$ cat src/design/rv_pkg.sv
package rv_pkg;

  // machine word width
  localparam int xlen = 32;

  typedef logic [xlen-1:0] word_t;
  typedef logic [31:0]     insn_t;
  typedef logic [4:0]      reg_addr_t;
  typedef logic [6:0]      opcode_t;

  // major opcodes of the kept subset
  localparam opcode_t op_lui     = 7'b0110111;
  localparam opcode_t op_reg_imm = 7'b0010011;
  localparam opcode_t op_reg_reg = 7'b0110011;
  localparam opcode_t op_branch  = 7'b1100011;
  localparam opcode_t op_environ = 7'b1110011;

  // funct7 values, alt selects sub and sra
  localparam logic [6:0] funct7_base = 7'b0000000;
  localparam logic [6:0] funct7_alt  = 7'b0100000;

  // funct3 for integer operations
  localparam logic [2:0] f3_add_sub = 3'b000;
  localparam logic [2:0] f3_sll     = 3'b001;
  localparam logic [2:0] f3_slt     = 3'b010;
  localparam logic [2:0] f3_sltu    = 3'b011;
  localparam logic [2:0] f3_xor     = 3'b100;
  localparam logic [2:0] f3_srl_sra = 3'b101;
  localparam logic [2:0] f3_or      = 3'b110;
  localparam logic [2:0] f3_and     = 3'b111;

  // funct3 for conditional branches
  localparam logic [2:0] f3_beq  = 3'b000;
  localparam logic [2:0] f3_bne  = 3'b001;
  localparam logic [2:0] f3_blt  = 3'b100;
  localparam logic [2:0] f3_bge  = 3'b101;
  localparam logic [2:0] f3_bltu = 3'b110;
  localparam logic [2:0] f3_bgeu = 3'b111;

  typedef enum logic [3:0] {
    alu_add,
    alu_sub,
    alu_sll,
    alu_slt,
    alu_sltu,
    alu_xor,
    alu_srl,
    alu_sra,
    alu_or,
    alu_and,
    // lui passes the upper immediate straight through
    alu_pass_b
  } alu_op_e;

  typedef enum logic [2:0] {
    br_none,
    br_eq,
    br_ne,
    br_lt,
    br_ge,
    br_ltu,
    br_geu
  } branch_cond_e;

endpackage

$ cat src/design/rv_decoder.sv
`timescale 1ns/1ps

module rv_decoder #(
  parameter int num_regs = 32
) (
  input  rv_pkg::insn_t        insn,
  output rv_pkg::reg_addr_t    rs1_addr,
  output rv_pkg::reg_addr_t    rs2_addr,
  output rv_pkg::reg_addr_t    rd_addr,
  output rv_pkg::word_t        imm,
  output rv_pkg::alu_op_e      alu_op,
  output logic                 use_imm,
  output logic                 reg_write,
  output rv_pkg::branch_cond_e branch_cond,
  output logic                 is_ecall,
  output logic                 illegal
);

  rv_pkg::opcode_t opcode;
  logic [2:0]      funct3;
  logic [6:0]      funct7;
  rv_pkg::word_t   imm_i;
  rv_pkg::word_t   imm_b;
  rv_pkg::word_t   imm_u;
  logic            needs_rs1;
  logic            needs_rs2;
  logic            needs_rd;

  assign opcode   = insn[6:0];
  assign rd_addr  = insn[11:7];
  assign funct3   = insn[14:12];
  assign rs1_addr = insn[19:15];
  assign rs2_addr = insn[24:20];
  assign funct7   = insn[31:25];

  // immediates are sign-extended and b-type scrambles its bits across the word
  assign imm_i = {{20{insn[31]}}, insn[31:20]};
  assign imm_b = {{20{insn[31]}}, insn[7], insn[30:25], insn[11:8], 1'b0};
  assign imm_u = {insn[31:12], 12'b0};

  always_comb begin
    imm         = imm_i;
    alu_op      = rv_pkg::alu_add;
    use_imm     = 1'b0;
    reg_write   = 1'b0;
    branch_cond = rv_pkg::br_none;
    is_ecall    = 1'b0;
    illegal     = 1'b0;
    needs_rs1   = 1'b0;
    needs_rs2   = 1'b0;
    needs_rd    = 1'b0;

    case (opcode)
      rv_pkg::op_lui: begin
        imm       = imm_u;
        alu_op    = rv_pkg::alu_pass_b;
        use_imm   = 1'b1;
        reg_write = 1'b1;
        needs_rd  = 1'b1;
      end
      rv_pkg::op_reg_imm, rv_pkg::op_reg_reg: begin
        use_imm   = (opcode == rv_pkg::op_reg_imm);
        reg_write = 1'b1;
        needs_rs1 = 1'b1;
        needs_rs2 = (opcode == rv_pkg::op_reg_reg);
        needs_rd  = 1'b1;
        // register forms always carry a funct7 while immediate forms carry one only for shifts
        if (opcode == rv_pkg::op_reg_reg && funct7 != rv_pkg::funct7_base &&
            !(funct7 == rv_pkg::funct7_alt &&
              (funct3 == rv_pkg::f3_add_sub || funct3 == rv_pkg::f3_srl_sra))) begin
          illegal = 1'b1;
        end
        case (funct3)
          rv_pkg::f3_add_sub: begin
            alu_op = (opcode == rv_pkg::op_reg_reg && funct7 == rv_pkg::funct7_alt) ?
                     rv_pkg::alu_sub : rv_pkg::alu_add;
          end
          rv_pkg::f3_sll: begin
            alu_op = rv_pkg::alu_sll;
            if (funct7 != rv_pkg::funct7_base) illegal = 1'b1;
          end
          rv_pkg::f3_slt:  alu_op = rv_pkg::alu_slt;
          rv_pkg::f3_sltu: alu_op = rv_pkg::alu_sltu;
          rv_pkg::f3_xor:  alu_op = rv_pkg::alu_xor;
          rv_pkg::f3_srl_sra: begin
            alu_op = (funct7 == rv_pkg::funct7_alt) ? rv_pkg::alu_sra : rv_pkg::alu_srl;
            if (funct7 != rv_pkg::funct7_base && funct7 != rv_pkg::funct7_alt) begin
              illegal = 1'b1;
            end
          end
          rv_pkg::f3_or:   alu_op = rv_pkg::alu_or;
          rv_pkg::f3_and:  alu_op = rv_pkg::alu_and;
        endcase
      end
      rv_pkg::op_branch: begin
        imm       = imm_b;
        needs_rs1 = 1'b1;
        needs_rs2 = 1'b1;
        case (funct3)
          rv_pkg::f3_beq:  branch_cond = rv_pkg::br_eq;
          rv_pkg::f3_bne:  branch_cond = rv_pkg::br_ne;
          rv_pkg::f3_blt:  branch_cond = rv_pkg::br_lt;
          rv_pkg::f3_bge:  branch_cond = rv_pkg::br_ge;
          rv_pkg::f3_bltu: branch_cond = rv_pkg::br_ltu;
          rv_pkg::f3_bgeu: branch_cond = rv_pkg::br_geu;
          default:         illegal = 1'b1;
        endcase
      end
      rv_pkg::op_environ: begin
        // only ecall is kept and every field above the opcode must be zero
        if (insn[31:7] == '0) is_ecall = 1'b1;
        else illegal = 1'b1;
      end
      default: illegal = 1'b1;
    endcase

    // rv32e builds reject the upper register indices
    if ((needs_rs1 && int'(rs1_addr) >= num_regs) ||
        (needs_rs2 && int'(rs2_addr) >= num_regs) ||
        (needs_rd && int'(rd_addr) >= num_regs)) begin
      illegal = 1'b1;
    end

    if (illegal) begin
      reg_write   = 1'b0;
      branch_cond = rv_pkg::br_none;
    end
  end

endmodule

$ cat src/design/rv_alu.sv
`timescale 1ns/1ps

module rv_alu (
  input  rv_pkg::word_t   a,
  input  rv_pkg::word_t   b,
  input  rv_pkg::alu_op_e op,
  output rv_pkg::word_t   result
);

  logic [4:0]    shamt;
  logic          lt_signed;
  logic          lt_unsigned;
  rv_pkg::word_t sum;
  rv_pkg::word_t diff;

  // only the low five bits of b count as a shift amount
  assign shamt = b[4:0];

  assign sum  = a + b;
  assign diff = a - b;

  assign lt_signed   = $signed(a) < $signed(b);
  assign lt_unsigned = a < b;

  always_comb begin
    case (op)
      rv_pkg::alu_add: begin
        result = sum;
      end
      rv_pkg::alu_sub: begin
        result = diff;
      end
      rv_pkg::alu_sll: begin
        result = a << shamt;
      end
      rv_pkg::alu_slt: begin
        result = {31'b0, lt_signed};
      end
      rv_pkg::alu_sltu: begin
        result = {31'b0, lt_unsigned};
      end
      rv_pkg::alu_xor: begin
        result = a ^ b;
      end
      rv_pkg::alu_srl: begin
        result = a >> shamt;
      end
      rv_pkg::alu_sra: begin
        // arithmetic shift keeps the sign bit
        result = rv_pkg::word_t'($signed(a) >>> shamt);
      end
      rv_pkg::alu_or: begin
        result = a | b;
      end
      rv_pkg::alu_and: begin
        result = a & b;
      end
      rv_pkg::alu_pass_b: begin
        result = b;
      end
      default: begin
        result = '0;
      end
    endcase
  end

endmodule

$ cat src/design/rv_branch_unit.sv
`timescale 1ns/1ps

module rv_branch_unit (
  input  rv_pkg::word_t        pc,
  input  rv_pkg::word_t        rs1_data,
  input  rv_pkg::word_t        rs2_data,
  input  rv_pkg::word_t        imm,
  input  rv_pkg::branch_cond_e cond,
  output rv_pkg::word_t        next_pc,
  output logic                 taken
);

  logic equal;
  logic lt_signed;
  logic lt_unsigned;

  assign equal       = rs1_data == rs2_data;
  assign lt_signed   = $signed(rs1_data) < $signed(rs2_data);
  assign lt_unsigned = rs1_data < rs2_data;

  always_comb begin
    case (cond)
      rv_pkg::br_eq:  taken = equal;
      rv_pkg::br_ne:  taken = !equal;
      rv_pkg::br_lt:  taken = lt_signed;
      rv_pkg::br_ge:  taken = !lt_signed;
      rv_pkg::br_ltu: taken = lt_unsigned;
      rv_pkg::br_geu: taken = !lt_unsigned;
      default:        taken = 1'b0;
    endcase
  end

  // not-taken and non-branch instructions fall through to the next word
  assign next_pc = taken ? pc + imm : pc + rv_pkg::word_t'(4);

endmodule

$ cat src/design/rv_regfile.sv
`timescale 1ns/1ps

module rv_regfile #(
  parameter int num_regs = 32
) (
  input  logic              clk,
  input  logic              rst,
  input  logic              we,
  input  rv_pkg::reg_addr_t rd_addr,
  input  rv_pkg::word_t     rd_data,
  input  rv_pkg::reg_addr_t rs1_addr,
  input  rv_pkg::reg_addr_t rs2_addr,
  output rv_pkg::word_t     rs1_data,
  output rv_pkg::word_t     rs2_data
);

  localparam int idx_w = $clog2(num_regs);

  rv_pkg::word_t regs [num_regs];

  always_ff @(posedge clk) begin
    if (rst) begin
      for (int i = 0; i < num_regs; i++) begin
        regs[i] <= '0;
      end
    end else if (we && rd_addr != '0 && int'(rd_addr) < num_regs) begin
      regs[rd_addr[idx_w-1:0]] <= rd_data;
    end
  end

  // x0 and indices past the end read as zero
  assign rs1_data = (rs1_addr == '0 || int'(rs1_addr) >= num_regs) ?
                    '0 : regs[rs1_addr[idx_w-1:0]];
  assign rs2_data = (rs2_addr == '0 || int'(rs2_addr) >= num_regs) ?
                    '0 : regs[rs2_addr[idx_w-1:0]];

endmodule

$ cat src/design/rv_core.sv
`timescale 1ns/1ps

module rv_core #(
  parameter int            num_regs = 32,
  parameter rv_pkg::word_t reset_pc = '0
) (
  input  logic              clk,
  input  logic              rst,
  input  rv_pkg::insn_t     insn,
  output rv_pkg::word_t     pc,
  output logic              halt,
  output logic              illegal_insn,
  output rv_pkg::word_t     trace_pc,
  output rv_pkg::insn_t     trace_insn,
  output logic              wb_en,
  output rv_pkg::reg_addr_t wb_addr,
  output rv_pkg::word_t     wb_data
);

  rv_pkg::reg_addr_t    rs1_addr;
  rv_pkg::reg_addr_t    rs2_addr;
  rv_pkg::reg_addr_t    rd_addr;
  rv_pkg::word_t        imm;
  rv_pkg::alu_op_e      alu_op;
  logic                 use_imm;
  logic                 reg_write;
  rv_pkg::branch_cond_e branch_cond;
  logic                 is_ecall;
  rv_pkg::word_t        rs1_data;
  rv_pkg::word_t        rs2_data;
  rv_pkg::word_t        alu_b;
  rv_pkg::word_t        alu_result;
  rv_pkg::word_t        next_pc;
  logic                 branch_taken;

  rv_decoder #(
    .num_regs(num_regs)
  ) decoder_inst (
    .insn        (insn),
    .rs1_addr    (rs1_addr),
    .rs2_addr    (rs2_addr),
    .rd_addr     (rd_addr),
    .imm         (imm),
    .alu_op      (alu_op),
    .use_imm     (use_imm),
    .reg_write   (reg_write),
    .branch_cond (branch_cond),
    .is_ecall    (is_ecall),
    .illegal     (illegal_insn)
  );

  rv_regfile #(
    .num_regs(num_regs)
  ) regfile_inst (
    .clk      (clk),
    .rst      (rst),
    .we       (wb_en),
    .rd_addr  (rd_addr),
    .rd_data  (alu_result),
    .rs1_addr (rs1_addr),
    .rs2_addr (rs2_addr),
    .rs1_data (rs1_data),
    .rs2_data (rs2_data)
  );

  // immediate forms and lui take the immediate as second operand
  assign alu_b = use_imm ? imm : rs2_data;

  rv_alu alu_inst (
    .a      (rs1_data),
    .b      (alu_b),
    .op     (alu_op),
    .result (alu_result)
  );

  rv_branch_unit branch_inst (
    .pc       (pc),
    .rs1_data (rs1_data),
    .rs2_data (rs2_data),
    .imm      (imm),
    .cond     (branch_cond),
    .next_pc  (next_pc),
    .taken    (branch_taken)
  );

  // ecall freezes the pc until the next reset
  assign halt = is_ecall;

  always_ff @(posedge clk) begin
    if (rst) begin
      pc <= reset_pc;
    end else if (!halt) begin
      pc <= next_pc;
    end
  end

  // a write to x0 is not architectural, so it never shows up
  assign wb_en   = reg_write && rd_addr != '0;
  assign wb_addr = rd_addr;
  assign wb_data = branch_taken ? '0 : alu_result;

  assign trace_pc   = pc;
  assign trace_insn = insn;

endmodule

$ cat config.mk
export PLATFORM = sky130hd
export DESIGN_NAME = rv_core
export DESIGN_NICKNAME = d
export VERILOG_FILES = /design/src/design/rv_pkg.sv /design/src/design/rv_decoder.sv /design/src/design/rv_alu.sv /design/src/design/rv_branch_unit.sv /design/src/design/rv_regfile.sv /design/src/design/rv_core.sv
export SDC_FILE = /design/constraint.sdc
export NUM_CORES = 2
export LEC_CHECK = 0
export BUFFER_PORTS_ARGS = -buffer_cell sky130_fd_sc_hd__buf_2
export CAP_MARGIN = 30
export CELL_PAD_IN_SITES_DETAIL_PLACEMENT = 2
export CELL_PAD_IN_SITES_GLOBAL_PLACEMENT = 2
export CORE_MARGIN = 2
export CORE_UTILIZATION = 40
export CTS_BUF_LIST = sky130_fd_sc_hd__clkbuf_8
export CTS_CLUSTER_DIAMETER = 200
export DETAILED_ROUTE_END_ITERATION = 8
export PLACE_DENSITY = 0.82
export SLEW_MARGIN = 5
export SYNTH_ARGS = -nofsm -noshare
export SYNTH_HDL_FRONTEND = slang
export SYNTH_SLANG_ARGS = --single-unit
$ cat constraint.sdc
create_clock -name clk -period 9.35 [get_ports clk]
set_input_delay 0.935 -clock clk [delete_from_list [all_inputs] [get_ports clk]]
set_output_delay 0.935 -clock clk [all_outputs]
set_load 0.02 [all_outputs]
**Word level (Yosys, flattened, before mapping)**

Memory sizes are Yosys's and may differ from the RTL's.
Cells that the tools add are included.

- Bits in writable memories: 1024
- Flip-flop bits (word level): 32
- Word-level logic and storage cells: 105
- Bits of input ports: 34
- Memories: 1

Memory list:

| name | words | width | rd ports | clocked after memory_dff | wr ports | RTL line | source |
|---|---|---|---|---|---|---|---|
| regfile_inst.regs | 32 | 32 | 2 | 0 | 32 | rv_regfile.sv:19 | `rv_pkg::word_t regs [num_regs];` |

- Equal/unequal tests: 31
- Add/subtract/negate cells: 4
- Order comparisons: 4
- Bitwise gates (word level): 3
- Muxes and demuxes: 35
- Reductions and logical operators: 23
- Shift-type cells: 3

Operators by type and width:

| cell | count |
|---|---|
| one-hot mux 32 bit (11 select lines) | 1 |
| two-way mux 32 bit | 6 |
| less-than comparator 32 bit | 4 |
| adder 32 bit | 2 |
| one-hot mux 31 bit (2 select lines) | 1 |
| adder 32 x 3 -> 32 bit, second input constant | 1 |
| bitwise AND 32 bit | 1 |
| == test 32 bit | 1 |
| bitwise OR 32 bit | 1 |
| one-hot mux 4 bit (8 select lines) | 1 |
| OR reduction 32 bit | 1 |
| << shifter 32 x 5 -> 32 bit | 1 |
| >> shifter 32 x 5 -> 32 bit | 1 |
| >>> shifter 32 x 5 -> 32 bit | 1 |
| subtractor 32 bit | 1 |
| XOR 32 bit | 1 |
| logical NOT 25 bit | 1 |
| == test 3 bit, second input constant | 7 |
| == test 7 x 6 -> 1 bit, second input constant | 3 |
| one-hot mux 3 bit (6 select lines) | 1 |
| two-way mux 1 bit | 17 |
| == test 4 x 3 -> 1 bit, second input constant | 4 |
| == test 7 bit, second input constant | 2 |
| == test 3 x 2 -> 1 bit, second input constant | 4 |
| other kinds (23) | 39 |

**Longest topological paths before layout**

- Word-level depth: 17
- Depth in mapped cells: 28

**By module**

From an unflattened synthesis, not the netlist that was laid out.

- Cell total of the unflattened synthesis: 5873
- Area, all modules: 69710.6 um^2

By module, submodules not included:

| module | cells each | area each (um^2) | times used |
|---|---|---|---|
| rv_regfile | 3690 | 54611.1 | 1 |
| rv_alu | 1337 | 8757.1 | 1 |
| rv_branch_unit | 485 | 3354.5 | 1 |
| rv_core | 240 | 2214.6 | 1 |
| rv_decoder | 121 | 773.2 | 1 |

**Worst setup path after synthesis**

OpenSTA, ideal clock, no wires.

- Path kind: input to output
- Start point: input port insn[21]
- End point: output port wb_data[19]
- Data required time: 8415 ps
- Stages: 26
- Path slack: 1695 ps
- Arrival: 6720 ps
- Buffers on the path: 9
- Path through: buf_6 -> buf_12 -> buf_8 -> buf_12 -> buf_8 -> clkbuf_1 -> clkbuf_1 -> clkbuf_1 -> mux4_2 -> mux4_2 -> nand2_1 -> a21o_1 -> o21ai_0 -> ha_1 -> o21ba_2 -> o21ai_0 -> inv_1 -> a2111oi_0 -> nor3_1 -> a41oi_1 -> o41ai_1 -> a211o_1 -> o31a_1 -> nor4_2 -> buf_2 -> nor2_1

- Longest elaborated chain between the ends: 7

Ends and longest elaborated chain:

| item | RTL line | source |
|---|---|---|
| start: declaration | rv_core.sv:9 | `input rv_pkg::insn_t insn,` |
| branches (longest 6 deep; another with memory (32 x 32 bit)) | - |  |
| two-way mux 32 bit (*) | rv_core.sv:100 | `assign wb_data = branch_taken ? '0 : alu_result;` |
| end: declaration | rv_core.sv:17 | `output rv_pkg::word_t wb_data` |

Every way passes the cells marked *.

**Worst setup path after layout**

- Start point: input port insn[18]
- End point: output port wb_data[29]

- Longest elaborated chain between the ends: 7

Ends and longest elaborated chain:

| item | RTL line |
|---|---|
| branches (longest 6 deep; another with memory (32 x 32 bit)) | - |
| two-way mux 32 bit (*) | rv_core.sv:100 |

Marked as above.

==> run_results.csv <==
group,metric,value,unit
global_route,grtUsageMet3,0.167,
synthesis,synthCells,6075,
timing,finalCriticalPeriod,9.43,ns
clock_tree,post_cts_buffers,0,
synthesis,synth_cell_types,113,
run_status,violations,"setup timing",
clock_tree,cts_buffers,187,
layout,final_common_cell,"nor2_1",
synthesis,async_reset_ff_frac,0,
critical_path,cp_slowest_cell,"nand4_1",
timing,fin_skew,0.0837,ns
timing,fin_hold_ws,0.455,ns
power,powerDensity,197,nW/µm²
clock_tree,clock_latency,1.06,ns
timing,max_freq,106,MHz
timing,tightest_slew,1.13,ns
layout,final_util,0.447,
clock_tree,cts.sinks,1056,
worst_hold_path,hold_path_class,"in2reg",
floorplan,boundaryPins,170,
placed_design,hpwlAfterDp,262000,µm
timing,fin_crit_sh,1.01,
global_route,first_global_vias,65984,
power,pwr-share-comb,0.336,
job,drv_cap,0,
power,swShare,0.417,
placed_design,io_buffers,169,
global_route,met1_usage,0.515,
global_route,grt_first_pass_wirelength,546000,µm
global_route,top_usage_layer,"met2",
floorplan,start_util,0.403,
power,p_seq_frac,0.367,
timing,finalHoldViolCount,0,
floorplan,dieHeight,417,µm
critical_path,cp_num_buf_inv,3,
synthesis,synth_area,68200,µm²
clock_tree,post_cts_resized,0,
critical_path,crit_path_max_incr_delay,1.00,ns
power,finalPower,0.0149,W
synthesis,syn_avg_cell_area,11.2,µm²
layout,design_area,75800,µm²
synthesis,synthFlopType,"edfxtp_1",
critical_path,cp_cell_sequence,"buf_2, buf_4, and3b_1, a22oi_1, nand4_1, and2_1, ha_1, a21oi_1, o21bai_1, a21oi_1, nand2_1, o21ai_0, o41ai_1, a2111oi_4, nor2_1, buf_2",
layout,nets,6415,
detailed_routing,ant_nets,0,
placed_design,dpl_cell_area,72100,µm²
layout,final_cell_mix,"1175 x nor2_1, 1024 x edfxtp_1, 410 x mux4_2, 410 x mux2i_1, 341 x nand2_1",
detailed_routing,drc,0,
layout,syn2layout_area_growth,11.1,%
timing,relSlewSlack,0.233,
critical_path,cp_data_arrival_time,8.49,ns
power,clkPwrFrac,0.297,
timing,slew_viol_final,0,
critical_path,r2r_slack,1.71,ns
detailed_routing,wire_per_inst,46.2,µm
floorplan,rows,151,
detailed_routing,first_pass_iters,8,
detailed_routing,viasPerCell,7.48,
clock_tree,htreeDepth,4,
critical_path,worstSetupEndpointType,"primary output",
detailed_routing,drt_iter0_markers,10390,
clock_tree,cts-root-buf,"clkbuf_8",
critical_path,criticalPathCategory,"in2out",
synthesis,synth-seq-cells,1056,
synthesis,synth-seq-area-share,0.460,
timing,rsz0062_at_grt,"no",
clock_tree,clk_pin_slew,0.06,ns
critical_path,cp-start-kind,"input pin",
power,internal_power,0.00871,W
layout,drive_gt1_frac,0.214,
critical_path,cp_top_family,"compound AO/OA/AOI/OAI gates",
global_route,gr-total-overflow,0,
global_route,grt.met2_usage,0.677,
power,ir_drop,189,µV
clock_tree,cts_hold_buf,0,
floorplan,core_area,169000,µm²
placed_design,placedCellCount,8235,
floorplan,die-area,174000,µm²
placed_design,place_congestion,1.03,
synthesis,synth_edf_count,1024,
critical_path,critPathMaxFanout,24,
clock_tree,cts_tree,"built",
power,leakagePower,29.2,nW
timing,setup_violations,1,
synthesis,yosysWarnings,0,
run_status,outcome,"finished, violations left",
detailed_routing,drt-total-wl,398000,µm
layout,instances_no_fill,8612,
global_route,antenna_found_initial,52,
global_route,grt_start_max_net_pins,69,
global_route,grt_usage,0.449,
power,power.switching,0.00624,W
detailed_routing,vias,64405,
floorplan,dieWidth,417,µm
critical_path,crit_required,8.42,ns
clock_tree,clockBufferDepth,3,
timing,fin_ws,-0.0786,ns
## cells in the mapped netlist (35+ instances only)
cell / n / area, µm²
a22oi_1: 200 / 1500
nand2_1: 404 / 1520
a21oi_1: 271 / 1360
nor2_1: 1182 / 4440
nand3_1: 118 / 591
mux4_2: 410 / 9230
buf_4: 127 / 953
ha_1: 166 / 2080
edfxtp_1: 1024 / 30700
buf_6: 35 / 394
nor3_1: 98 / 490
o211ai_1: 45 / 338
a211oi_1: 51 / 383
a21o_1: 62 / 465
buf_2: 145 / 726
a31oi_1: 41 / 257
o21ai_0: 162 / 811
mux2i_1: 410 / 4100
inv_1: 113 / 424
clkbuf_1: 281 / 1050
## kinds of logic after synthesis
group / count (synthesis) / synth area share
simple gates: 2089 / 0.133
compound gates: 1138 / 0.115
buf+inv: 737 / 0.0549
flops: 1056 / 0.460
mux: 841 / 0.200
other cells: 1 / 0.0000550
fa+ha+maj: 169 / 0.0313
xor+xnor: 44 / 0.00565
## final cells by class
cell class,count,area [µm²]
multi-input cells,4313,33700
flip-flops and latches,1056,31400
repair buffers,533,3890
inverters,121,462
fillers,17086,93500
well taps,2218,2780
diodes,30,75.1
clock buffers,188,2590
clock inverters,153,905
## path summary, 6_finish.rpt
check,start,depth (start not counted),end
max,insn[18],16,wb_data[29]
min,rst,2,pc[24]
max reg2reg,regfile_inst.regs[20][22],14,regfile_inst.regs[19][29]
min reg2reg,pc[7],2,pc[7]
## per-stage QoR
step | setup slack (ns) | setup TNS [ns]
3_5_place_dp | 0.568 | 0
3_3_place_gp | 0.265 | 0
2_1_floorplan | 1.69 | 0
4_1_cts | 0.414 | 0
6_report | -0.0786 | -0.0786
5_1_grt | 0.137 | 0
## power by group through the flow
stage               sequential [W]  combinational, W  clock (W)
floorplan                  0.00549           0.00258          0
global placement           0.00552           0.00453          0
detailed placement         0.00556           0.00465          0
CTS                        0.00547           0.00472    0.00439
global route               0.00548           0.00505    0.00456
finish                     0.00549           0.00503    0.00443
## routing by layer
metal  up-vias  part of all wire
met5         -            0.0016
met2      6401              0.43
met1     32496              0.33
met3      2242              0.13
met4        46             0.098
li1      23220                 -
## flip-flops by register name (all words and copies together) (netlist names)
| signal | count |
|---|---|
| pc | 32 |
| regfile_inst.regs | 1024 |
No activity file was read; power rests on OpenSTA's default activity.
